===== config.mk =====
export PLATFORM = sky130hd
export DESIGN_NAME = eeprom_ctrl_top
export DESIGN_NICKNAME = d
export VERILOG_FILES = /design/src/eeprom_bus_pkg.sv /design/src/eeprom_ctrl_pkg.sv /design/src/i2c_bit_engine.sv /design/src/eeprom_sequencer.sv /design/src/eeprom_ctrl_top.sv
export SDC_FILE = /design/constraint.sdc
export NUM_CORES = 1
export LEC_CHECK = 0
export ABC_CLOCK_PERIOD_IN_PS = 4300
export BUFFER_PORTS_ARGS = -buffer_cell sky130_fd_sc_hd__clkbuf_2
export CORE_UTILIZATION = 30
export CTS_CLUSTER_DIAMETER = 80
export DETAILED_ROUTE_END_ITERATION = 10
export SYNTH_ARGS = -nofsm -noshare
export SYNTH_HDL_FRONTEND = slang
export SYNTH_SLANG_ARGS = --single-unit
export TNS_END_PERCENT = 1

===== constraint.sdc =====
create_clock -name CLK -period 4.3 [get_ports CLK]
set_clock_uncertainty 0.2 [all_clocks]
set_input_delay 0 -clock CLK [delete_from_list [all_inputs] [get_ports CLK]]
set_output_delay 0 -clock CLK [all_outputs]
set_load 0.02 [all_outputs]

===== src/eeprom_bus_pkg.sv =====
`default_nettype none

package eeprom_bus_pkg;

    // byte address into the 2 KB array
    localparam int ADDR_W = 11;
    localparam int DATA_W = 8;

    // address bits that ride in the control byte
    localparam int BLOCK_W = ADDR_W - DATA_W;

    // 24Cxx device type code in the top nibble of the control byte
    localparam logic [3:0] DEVICE_CODE = 4'b1010;

    // lsb of the control byte
    localparam logic RW_WRITE = 1'b0;
    localparam logic RW_READ  = 1'b1;

endpackage

`default_nettype wire


===== src/eeprom_ctrl_pkg.sv =====
`default_nettype none

package eeprom_ctrl_pkg;

    // commands accepted by the bit engine
    typedef enum logic [2:0] {
        OP_START,
        OP_RESTART,
        OP_WRITE_BYTE,
        OP_READ_BYTE,
        OP_STOP
    } bit_op_t;

    typedef enum logic [3:0] {
        S_IDLE,
        S_START,
        S_CTRL_WR,
        S_ADDR,
        S_DATA_WR,
        S_RESTART,
        S_CTRL_RD,
        S_DATA_RD,
        S_STOP,
        S_DONE
    } seq_state_t;

endpackage

`default_nettype wire


===== src/i2c_bit_engine.sv =====
`default_nettype none

module i2c_bit_engine #(
    parameter int SCL_HALF = 2
) (
    input  wire                                CLK,
    input  wire                                RESET,
    input  wire eeprom_ctrl_pkg::bit_op_t      op,
    input  wire                                op_go,
    input  wire [eeprom_bus_pkg::DATA_W-1:0]   tx_byte,
    input  wire                                sda_in,
    output logic                               op_done,
    output logic                               ack_ok,
    output logic [eeprom_bus_pkg::DATA_W-1:0]  rx_byte,
    output logic                               scl,
    output logic                               sda_drive_low
);
    import eeprom_ctrl_pkg::*;
    import eeprom_bus_pkg::*;

    localparam int CNT_W = $clog2(SCL_HALF + 1);
    localparam logic [CNT_W-1:0] CNT_END = CNT_W'(SCL_HALF - 1);
    localparam logic [CNT_W-1:0] CNT_MID = CNT_W'(SCL_HALF / 2 - 1); // sda moves here

    logic              running;
    bit_op_t           cur_op;
    logic [CNT_W-1:0]  cnt;
    logic [4:0]        ph;          // half period index within the op
    logic [4:0]        last_ph;
    logic [DATA_W-1:0] shreg;
    logic              half_mid;
    logic              half_end;
    logic              ack_bit;

    assign half_mid = running && (cnt == CNT_MID);
    assign half_end = running && (cnt == CNT_END);
    assign ack_bit  = (ph[4:1] == 4'd8);
    assign last_ph  = (cur_op == OP_WRITE_BYTE || cur_op == OP_READ_BYTE) ? 5'd17 : 5'd1;
    assign rx_byte  = shreg;

    // msb first byte shifter in both directions
    always_ff @(posedge CLK)
    begin
        if (!running && op_go)
            shreg <= tx_byte;
        else if (half_mid && ph[0] && !ack_bit && cur_op == OP_READ_BYTE)
            shreg <= {shreg[DATA_W-2:0], sda_in};
        else if (half_end && ph[0] && cur_op == OP_WRITE_BYTE)
            shreg <= {shreg[DATA_W-2:0], 1'b0};
    end

    always_ff @(posedge CLK)
    begin
        if (RESET)
        begin
            running       <= 1'b0;
            cur_op        <= OP_STOP;
            cnt           <= '0;
            ph            <= '0;
            op_done       <= 1'b0;
            ack_ok        <= 1'b0;
            scl           <= 1'b1;
            sda_drive_low <= 1'b0;
        end
        else
        begin
            op_done <= 1'b0;
            if (!running)
            begin
                if (op_go)
                begin
                    running <= 1'b1;
                    cur_op  <= op;
                    cnt     <= '0;
                    ph      <= '0;
                end
            end
            else
            begin
                cnt <= half_end ? '0 : cnt + 1'b1;

                if (half_mid)
                begin
                    case (cur_op)
                        OP_START:
                            sda_drive_low <= 1'b1;          // falls under high scl
                        OP_RESTART:
                            sda_drive_low <= ph[0];          // release, then start
                        OP_STOP:
                            sda_drive_low <= !ph[0];         // low, then rise under high scl
                        OP_WRITE_BYTE:
                        begin
                            if (!ph[0])
                                sda_drive_low <= !ack_bit && !shreg[DATA_W-1];
                            else if (ack_bit)
                                ack_ok <= !sda_in;
                        end
                        default:
                        begin
                            if (!ph[0])
                                sda_drive_low <= 1'b0;       // also the nack on bit 9
                        end
                    endcase
                end

                if (half_end)
                begin
                    case (cur_op)
                        OP_START:
                            scl <= 1'b0;
                        OP_STOP:
                            scl <= 1'b1;                     // bus left idle
                        default:
                            scl <= !ph[0];
                    endcase

                    if (ph == last_ph)
                    begin
                        running <= 1'b0;
                        op_done <= 1'b1;
                    end
                    else
                        ph <= ph + 1'b1;
                end
            end
        end
    end

endmodule

`default_nettype wire


===== src/eeprom_sequencer.sv =====
`default_nettype none

module eeprom_sequencer (
    input  wire                                CLK,
    input  wire                                RESET,
    input  wire                                wr,
    input  wire                                rd,
    input  wire [eeprom_bus_pkg::ADDR_W-1:0]   addr,
    input  wire [eeprom_bus_pkg::DATA_W-1:0]   wdata,
    input  wire                                op_done,
    input  wire                                ack_ok,
    input  wire [eeprom_bus_pkg::DATA_W-1:0]   rx_byte,
    output eeprom_ctrl_pkg::bit_op_t           op,
    output logic                               op_go,
    output logic [eeprom_bus_pkg::DATA_W-1:0]  tx_byte,
    output logic [eeprom_bus_pkg::DATA_W-1:0]  rdata,
    output logic                               done,
    output logic                               nack_err,
    output logic                               busy
);
    import eeprom_bus_pkg::*;
    import eeprom_ctrl_pkg::*;

    seq_state_t        state;
    seq_state_t        next_state;
    logic              rd_q;        // direction of the pending request
    logic              err;
    logic [ADDR_W-1:0] addr_q;
    logic [DATA_W-1:0] wdata_q;

    always_comb
    begin
        case (state)
            S_START:                op = OP_START;
            S_RESTART:              op = OP_RESTART;
            S_CTRL_WR, S_ADDR,
            S_DATA_WR, S_CTRL_RD:   op = OP_WRITE_BYTE;
            S_DATA_RD:              op = OP_READ_BYTE;
            default:                op = OP_STOP;
        endcase
    end

    always_comb
    begin
        case (state)
            S_CTRL_WR: tx_byte = {DEVICE_CODE, addr_q[ADDR_W-1:DATA_W], RW_WRITE};
            S_CTRL_RD: tx_byte = {DEVICE_CODE, addr_q[ADDR_W-1:DATA_W], RW_READ};
            S_ADDR:    tx_byte = addr_q[DATA_W-1:0];
            S_DATA_WR: tx_byte = wdata_q;
            default:   tx_byte = '0;
        endcase
    end

    // refused bytes go straight to the stop
    always_comb
    begin
        case (state)
            S_START:   next_state = S_CTRL_WR;
            S_CTRL_WR: next_state = ack_ok ? S_ADDR : S_STOP;
            S_ADDR:
            begin
                if (!ack_ok)
                    next_state = S_STOP;
                else
                    next_state = rd_q ? S_RESTART : S_DATA_WR;
            end
            S_RESTART: next_state = S_CTRL_RD;
            S_CTRL_RD: next_state = ack_ok ? S_DATA_RD : S_STOP;
            S_STOP:    next_state = S_DONE;
            default:   next_state = S_STOP;
        endcase
    end

    always_ff @(posedge CLK)
    begin
        if (state == S_IDLE && (wr || rd))
        begin
            addr_q  <= addr;
            wdata_q <= wdata;
        end
    end

    always_ff @(posedge CLK)
    begin
        if (RESET)
        begin
            state    <= S_IDLE;
            rd_q     <= 1'b0;
            err      <= 1'b0;
            op_go    <= 1'b0;
            busy     <= 1'b0;
            done     <= 1'b0;
            nack_err <= 1'b0;
            rdata    <= '0;
        end
        else
        begin
            op_go    <= 1'b0;
            done     <= 1'b0;
            nack_err <= 1'b0;
            case (state)
                S_IDLE:
                begin
                    if (wr || rd)
                    begin
                        rd_q  <= !wr;               // write wins a tie
                        err   <= 1'b0;
                        busy  <= 1'b1;
                        op_go <= 1'b1;
                        state <= S_START;
                    end
                end
                S_DONE:
                begin
                    done     <= 1'b1;
                    nack_err <= err;
                    busy     <= 1'b0;
                    state    <= S_IDLE;
                end
                default:
                begin
                    if (op_done)
                    begin
                        op_go <= (state != S_STOP);
                        state <= next_state;
                        if (op == OP_WRITE_BYTE && !ack_ok)
                            err <= 1'b1;
                        if (state == S_DATA_RD)
                            rdata <= rx_byte;
                    end
                end
            endcase
        end
    end

endmodule

`default_nettype wire


===== src/eeprom_ctrl_top.sv =====
`default_nettype none

module eeprom_ctrl_top #(
    parameter int SCL_HALF = 2          // scl = CLK / (2 * SCL_HALF)
) (
    input  wire                                CLK,
    input  wire                                RESET,
    input  wire                                wr,
    input  wire                                rd,
    input  wire [eeprom_bus_pkg::ADDR_W-1:0]   addr,
    input  wire [eeprom_bus_pkg::DATA_W-1:0]   wdata,
    input  wire                                sda_in,
    output wire [eeprom_bus_pkg::DATA_W-1:0]   rdata,
    output wire                                done,
    output wire                                nack_err,
    output wire                                busy,
    output wire                                scl,
    output wire                                sda_drive_low
);
    import eeprom_bus_pkg::*;
    import eeprom_ctrl_pkg::*;

    bit_op_t           op;
    logic              op_go;
    logic              op_done;
    logic              ack_ok;
    logic [DATA_W-1:0] tx_byte;
    logic [DATA_W-1:0] rx_byte;

    eeprom_sequencer seq0 (
        .CLK      (CLK),
        .RESET    (RESET),
        .wr       (wr),
        .rd       (rd),
        .addr     (addr),
        .wdata    (wdata),
        .op_done  (op_done),
        .ack_ok   (ack_ok),
        .rx_byte  (rx_byte),
        .op       (op),
        .op_go    (op_go),
        .tx_byte  (tx_byte),
        .rdata    (rdata),
        .done     (done),
        .nack_err (nack_err),
        .busy     (busy)
    );

    i2c_bit_engine #(
        .SCL_HALF (SCL_HALF)
    ) bit0 (
        .CLK           (CLK),
        .RESET         (RESET),
        .op            (op),
        .op_go         (op_go),
        .tx_byte       (tx_byte),
        .sda_in        (sda_in),
        .op_done       (op_done),
        .ack_ok        (ack_ok),
        .rx_byte       (rx_byte),
        .scl           (scl),
        .sda_drive_low (sda_drive_low)
    );

endmodule

`default_nettype wire


* Word level (Yosys, flattened, before mapping) *
Index checks and enable logic that the tools add are counted.

storage, ports and cells
  logic and storage cells = 131
  bits of input ports = 24
  flip-flop bits (word level) = 60

operators by class
  equality and inequality tests = 23
  multiplexer cells = 40
  reduce and logical (&&, ||, !) cells = 43
  bitwise logic cells = 4
  add/sub/neg operators = 2

operators by type and width
  operator                                                          count
  8-bit case mux with 4 select lines                                1
  5-bit two-way mux                                                 5
  8-bit two-way mux                                                 3
  4-bit case mux with 6 select lines                                1
  4-bit two-way mux                                                 5
  4-bit by 3-bit == test with 1-bit output (second input constant)  4
  1-bit two-way mux                                                 15
  4-bit == test (second input constant)                             3
  3-bit case mux with 4 select lines                                1
  1-bit logical AND                                                 11
  2-bit AND reduction                                               5
  3-bit by 2-bit == test with 1-bit output (second input constant)  3
  4-bit by 2-bit == test with 1-bit output (second input constant)  2
  2-bit inequality test (second input constant)                     4
  4-bit inequality test (second input constant)                     2
  1-bit case mux with 2 select lines                                4
  4-bit case mux with 2 select lines                                1
  4-bit AND reduction                                               2
  2-bit nonzero test                                                4
  1-bit logical NOT                                                 7
  2-bit two-way mux                                                 3
  3-bit AND reduction                                               2
  3-bit nonzero test                                                2
  5-bit by 1-bit adder with 5-bit output (second input constant)    1
  16 further kinds                                                  21

* Depth between registers and ports, before layout *
  depth after elaboration = 8
  mapped depth = 6
  mapped depth without buffers = 6

* By module *
From an unflattened synthesis, not the netlist that was laid out.

unflattened totals
  cells, all modules = 263
  area, all modules = 2763.9 µm²

by module, submodules not included
  module            area an instance (µm²)  cells an instance  times used  seq. area each (µm²)
  eeprom_sequencer  1587.8                  140                1           930.9
  i2c_bit_engine    1176.1                  123                1           540.5

* Worst setup path after synthesis *
Ideal clock, no wire load.

  kind = reg2reg
  start point = reg seq0.state[2]
  end point = reg seq0.addr_q[0] (enable)
  slack = 1033 ps
  arrival time = 2620 ps
  data required time = 3653 ps
  cell stages (with the launch flop) = 4
  period minus slack after synthesis = 3267 ps
  path buffers = 1
  cell sequence = dfxtp_1 > or2_1 > clkbuf_1 > nor4_1

on the way
  cells in the longest elaborated chain, start to end = 2

RTL lines
  element                 RTL line                 source
  start, declared         eeprom_sequencer.sv:24   seq_state_t state;
  start signal, assigned  eeprom_sequencer.sv:125  state <= next_state;
  4-bit logical NOT       eeprom_sequencer.sv:76   if (state == S_IDLE && (wr || rd))
  1-bit logical AND       eeprom_sequencer.sv:76
  end signal, assigned    eeprom_sequencer.sv:78   addr_q <= addr;
  end, declared           eeprom_sequencer.sv:28   logic [ADDR_W-1:0] addr_q;

Every way passes these cells.
A chain may end at the register's enable or synchronous reset.

* Final worst setup path *
  start point = reg seq0.state[1]
  end point = reg seq0.rd_q

on the way
  cells in the longest elaborated chain, start to end = 2

RTL lines
  element                        RTL line                 source
  4-bit logical NOT              eeprom_sequencer.sv:101  case (state)
  2-bit AND reduction (no line)  -
  end signal, assigned           eeprom_sequencer.sv:106  rd_q <= !wr;
  end, declared                  eeprom_sequencer.sv:26   logic rd_q;

Every way passes these cells.

==> metrics.csv <==
stage,metric,value,unit
setup_path,slowest cell delay on critical path,0.59,ns
synth,top post-synthesis cells by area,"edfxtp_1 (30%), dfxtp_1 (25%), nor2_1 (3.9%), mux2i_1 (3.0%), a21oi_1 (2.6%)",
die,starting density of the core,30.8,%
clock_network,setup bufs post-CTS,0,
place,post-DP HPWL,3830,µm
setup_path,CP Capture Type,register,
setup_path,worst r2r dst,seq0.rd_q,
global_routing,largest net degree at the start of global routing,31,
synth,cell taking the most area after synthesis,edfxtp_1,
min_path,hold path start,RESET,
setup_path,slowest cell on the critical path,dlygate4sd3_1,
setup_path,Crit Path Max Fanout,20,
synth,syn nets,278,
die,die area,9300,µm²
route,remaining antenna violation count,0,
clock_network,CTS Hold Bufs,23,
timing,Fin. Hold Viols,0,
global_routing,first-pass GRT wire length,9510,µm
setup_path,Worst EP required,4.38,ns
die,Core ar.,8680,µm²
min_path,hold crit path type,in2reg,
min_path,hold worst-path end,seq0.state[1],
synth,ys async rst share,0,%
flow_run,MaxCap Viol Count,0,
timing,RSZ-0062 raised after global routing,false,
route,1st-pass router iterations,4,
route,# DRC,0,
timing,maximum clock rate,433,MHz
global_routing,vias in the first global route,2094,
die,die width,96.5,µm
pwr,power per cell area,348,nW/µm²
setup_path,Bufs and invs on worst path,1,
clock_network,# resized after CTS,0,
synth,Ys Warns,0,
place,Placer Congestion,0.746,
pwr,Lkg Pwr,1.31,nW
setup_path,Setup crit start kind,register,
die,Die Y,96.5,µm
timing,fin. max-slew vios,0,
min_path,Min-Delay Path Depth,2,
clock_network,root buf cell,clkbuf_8,
setup_path,cell chain of the critical path,or2_1 > nor3_1 > a21oi_1 > a211oi_1 > dlygate4sd3_1,
final_layout,# diodes,0,
global_routing,Overall Global Routing Usage,13.6,%
clock_network,clock slew at reported path FFs,0.06,ns
clock_network,Worst-Skew Late Latency,0.35,ns
timing,setup violators final,0,
place,area post-placement,2930,µm²
final_layout,nets,333,
global_routing,initial antenna violation count,0,
synth,dominant synthesized flop cell,dfxtp_1,
place,Port Buffers,36,
route,vias per std cell,5.01,
pwr,peak supply drop,0.180,mV
timing,Least-Margin Pin Slew,0.728,ns
synth,Avg Inst Size Synth,10.6,µm²
clock_network,Sink Count,60,
synth,"Cell Area, Synth",2680,µm²
final_layout,layout cell share with drive strength beyond 1,20.8,%
timing,post-route minimum period,2.31,ns
setup_path,critical path class,reg2reg,
clock_network,CTS H-tree lvls,3,
setup_path,RR Startpoint,seq0.state[1],
die,# rows,34,
final_layout,fin util,38.3,%
final_layout,Area Overhead vs Synth,24.3,%
final_layout,fin area,3330,µm²
setup_path,R2R Setup Slk,1.99,ns
setup_path,CP arrival,2.39,ns
setup_path,R2R depth,5,
synth,post-synth cell types,60,
synth,Post-synth EDFFs,27,
clock_network,worst-case clock buffer depth,2,
route,drt wl/cell,13.8,µm
die,io pins,37,
clock_network,CTS Buf Count,9,
synth,sequential area share after synthesis,55.0,%
global_routing,"Remaining Overflow, GRT",0,
status,run status,"finished, final reports clean",
route,DR iter-0 viols,68,
route,WL final,5790,µm
timing,setup TNS,0,ns
setup_path,"delay-heaviest family, CP",simple AND/OR/NAND/NOR gates,
synth,cells after synthesis,252,
timing,Rel. slew slack,51.4,%
clock_network,CTS tree,done,
synth,Seq cells post-synth,60,
synth,top-area cell type share of the netlist area,30.3,%
timing,Final period util,53.8,%
route,Vias,2106,
[report_power, final]
part | internal (mW) | switching (mW)
clock network | 0.217 | 0.218
registers | 0.623 | 0.0168
logic | 0.0412 | 0.0402
total | 0.881 | 0.275
[placed cells by master, fill, tap and decap left out, drive strengths merged, types with 6 or more instances in the layout]
cell / count
nor2b: 6
a21oi: 14
dlygate4sd3: 23
nand2: 17
dfxtp: 33
nor3: 7
mux2i: 8
nor2: 28
o21ai: 11
clkbuf: 46
edfxtp: 27
[worst max path at each step]
stage,cells past startpoint,endpoint,slack [ns],start
finish,5,seq0.rd_q,1.99,seq0.state[1]
CTS,5,seq0.rd_q,2.02,seq0.state[1]
global placement,3,bit0.rx_byte[1],2.27,bit0.running
detailed placement,3,bit0.rx_byte[2],2.20,bit0.running
floorplan,3,seq0.addr_q[0],1.03,seq0.state[2]
global route,5,seq0.rd_q,1.79,seq0.state[1]
[routing by layer]
layer	track usage [%]	wire, µm
met3	4.23	327
met1	17.0	2700
met5	0	0
met4	5.02	85
met2	21.8	2670
[synth_stat cells, types with 2 or more instances]
master and number:
a2bb2oi_1 3, nand3b_1 3, a22o_1 5, a211o_1 5
nand2b_1 5, nand3_1 3, xor2_1 3, a211oi_1 2
nand2_1 17, nand4_1 2, ha_1 2, nor2_1 28
or3b_2 2, clkbuf_1 6, o21ai_0 9, a221oi_1 2
nor2b_1 6, nor3_1 6, a31oi_1 5, edfxtp_1 27
inv_1 5, a22oi_1 3, nor4_2 2, a31o_2 3
mux2i_1 8, o21ai_1 2, buf_2 8, a21oi_1 14
nor3b_1 3, dfxtp_1 33
[sequential cells by signal (all words and copies together) (netlist names), 2 cells and up]
signal / cells
seq0.addr_q: 11
bit0.ph: 5
seq0.wdata_q: 8
seq0.state: 4
bit0.rx_byte: 8
bit0.cnt: 2
bit0.cur_op: 3
seq0.rdata: 8
[through the flow]
stage	power [mW]	hold slack [ns]	std cells	setup slack, ns
after floorplan	0.691	-0.103	252	1.03
after global placement	0.716	-0.0232	381	2.27
after detailed placement	0.717	-0.0214	381	2.20
after CTS	1.17	0.0681	420	2.02
after global routing	1.20	0.102	420	1.79
final	1.16	0.0646	420	1.99
[kinds of logic (layout without fill, tap and decap cells)]
family	count (synthesis)	after routing	share of synthesized area (%)
AND/OR/NAND/NOR	92	92	19.2
XOR/XNOR	4	4	1.31
buffers and inverters	21	81	3.60
flip-flops	60	60	55.0
multiplexers	9	9	3.41
AO/OA/AOI/OAI	64	64	16.6
adder cells (fa/ha/maj)	2	2	0.935
[layout make-up]
cell class | count | area [µm²]
Multi-Input combinational cell | 171 | 1110
Inverter | 5 | 18.8
Sequential cell | 60 | 1470
Clock inverter | 6 | 30.0
Clock buffer | 10 | 138
Tap cell | 108 | 135
Fill cell | 881 | 5350
Timing Repair Buffer | 60 | 418
No activity file was read; power rests on OpenSTA's default activity.
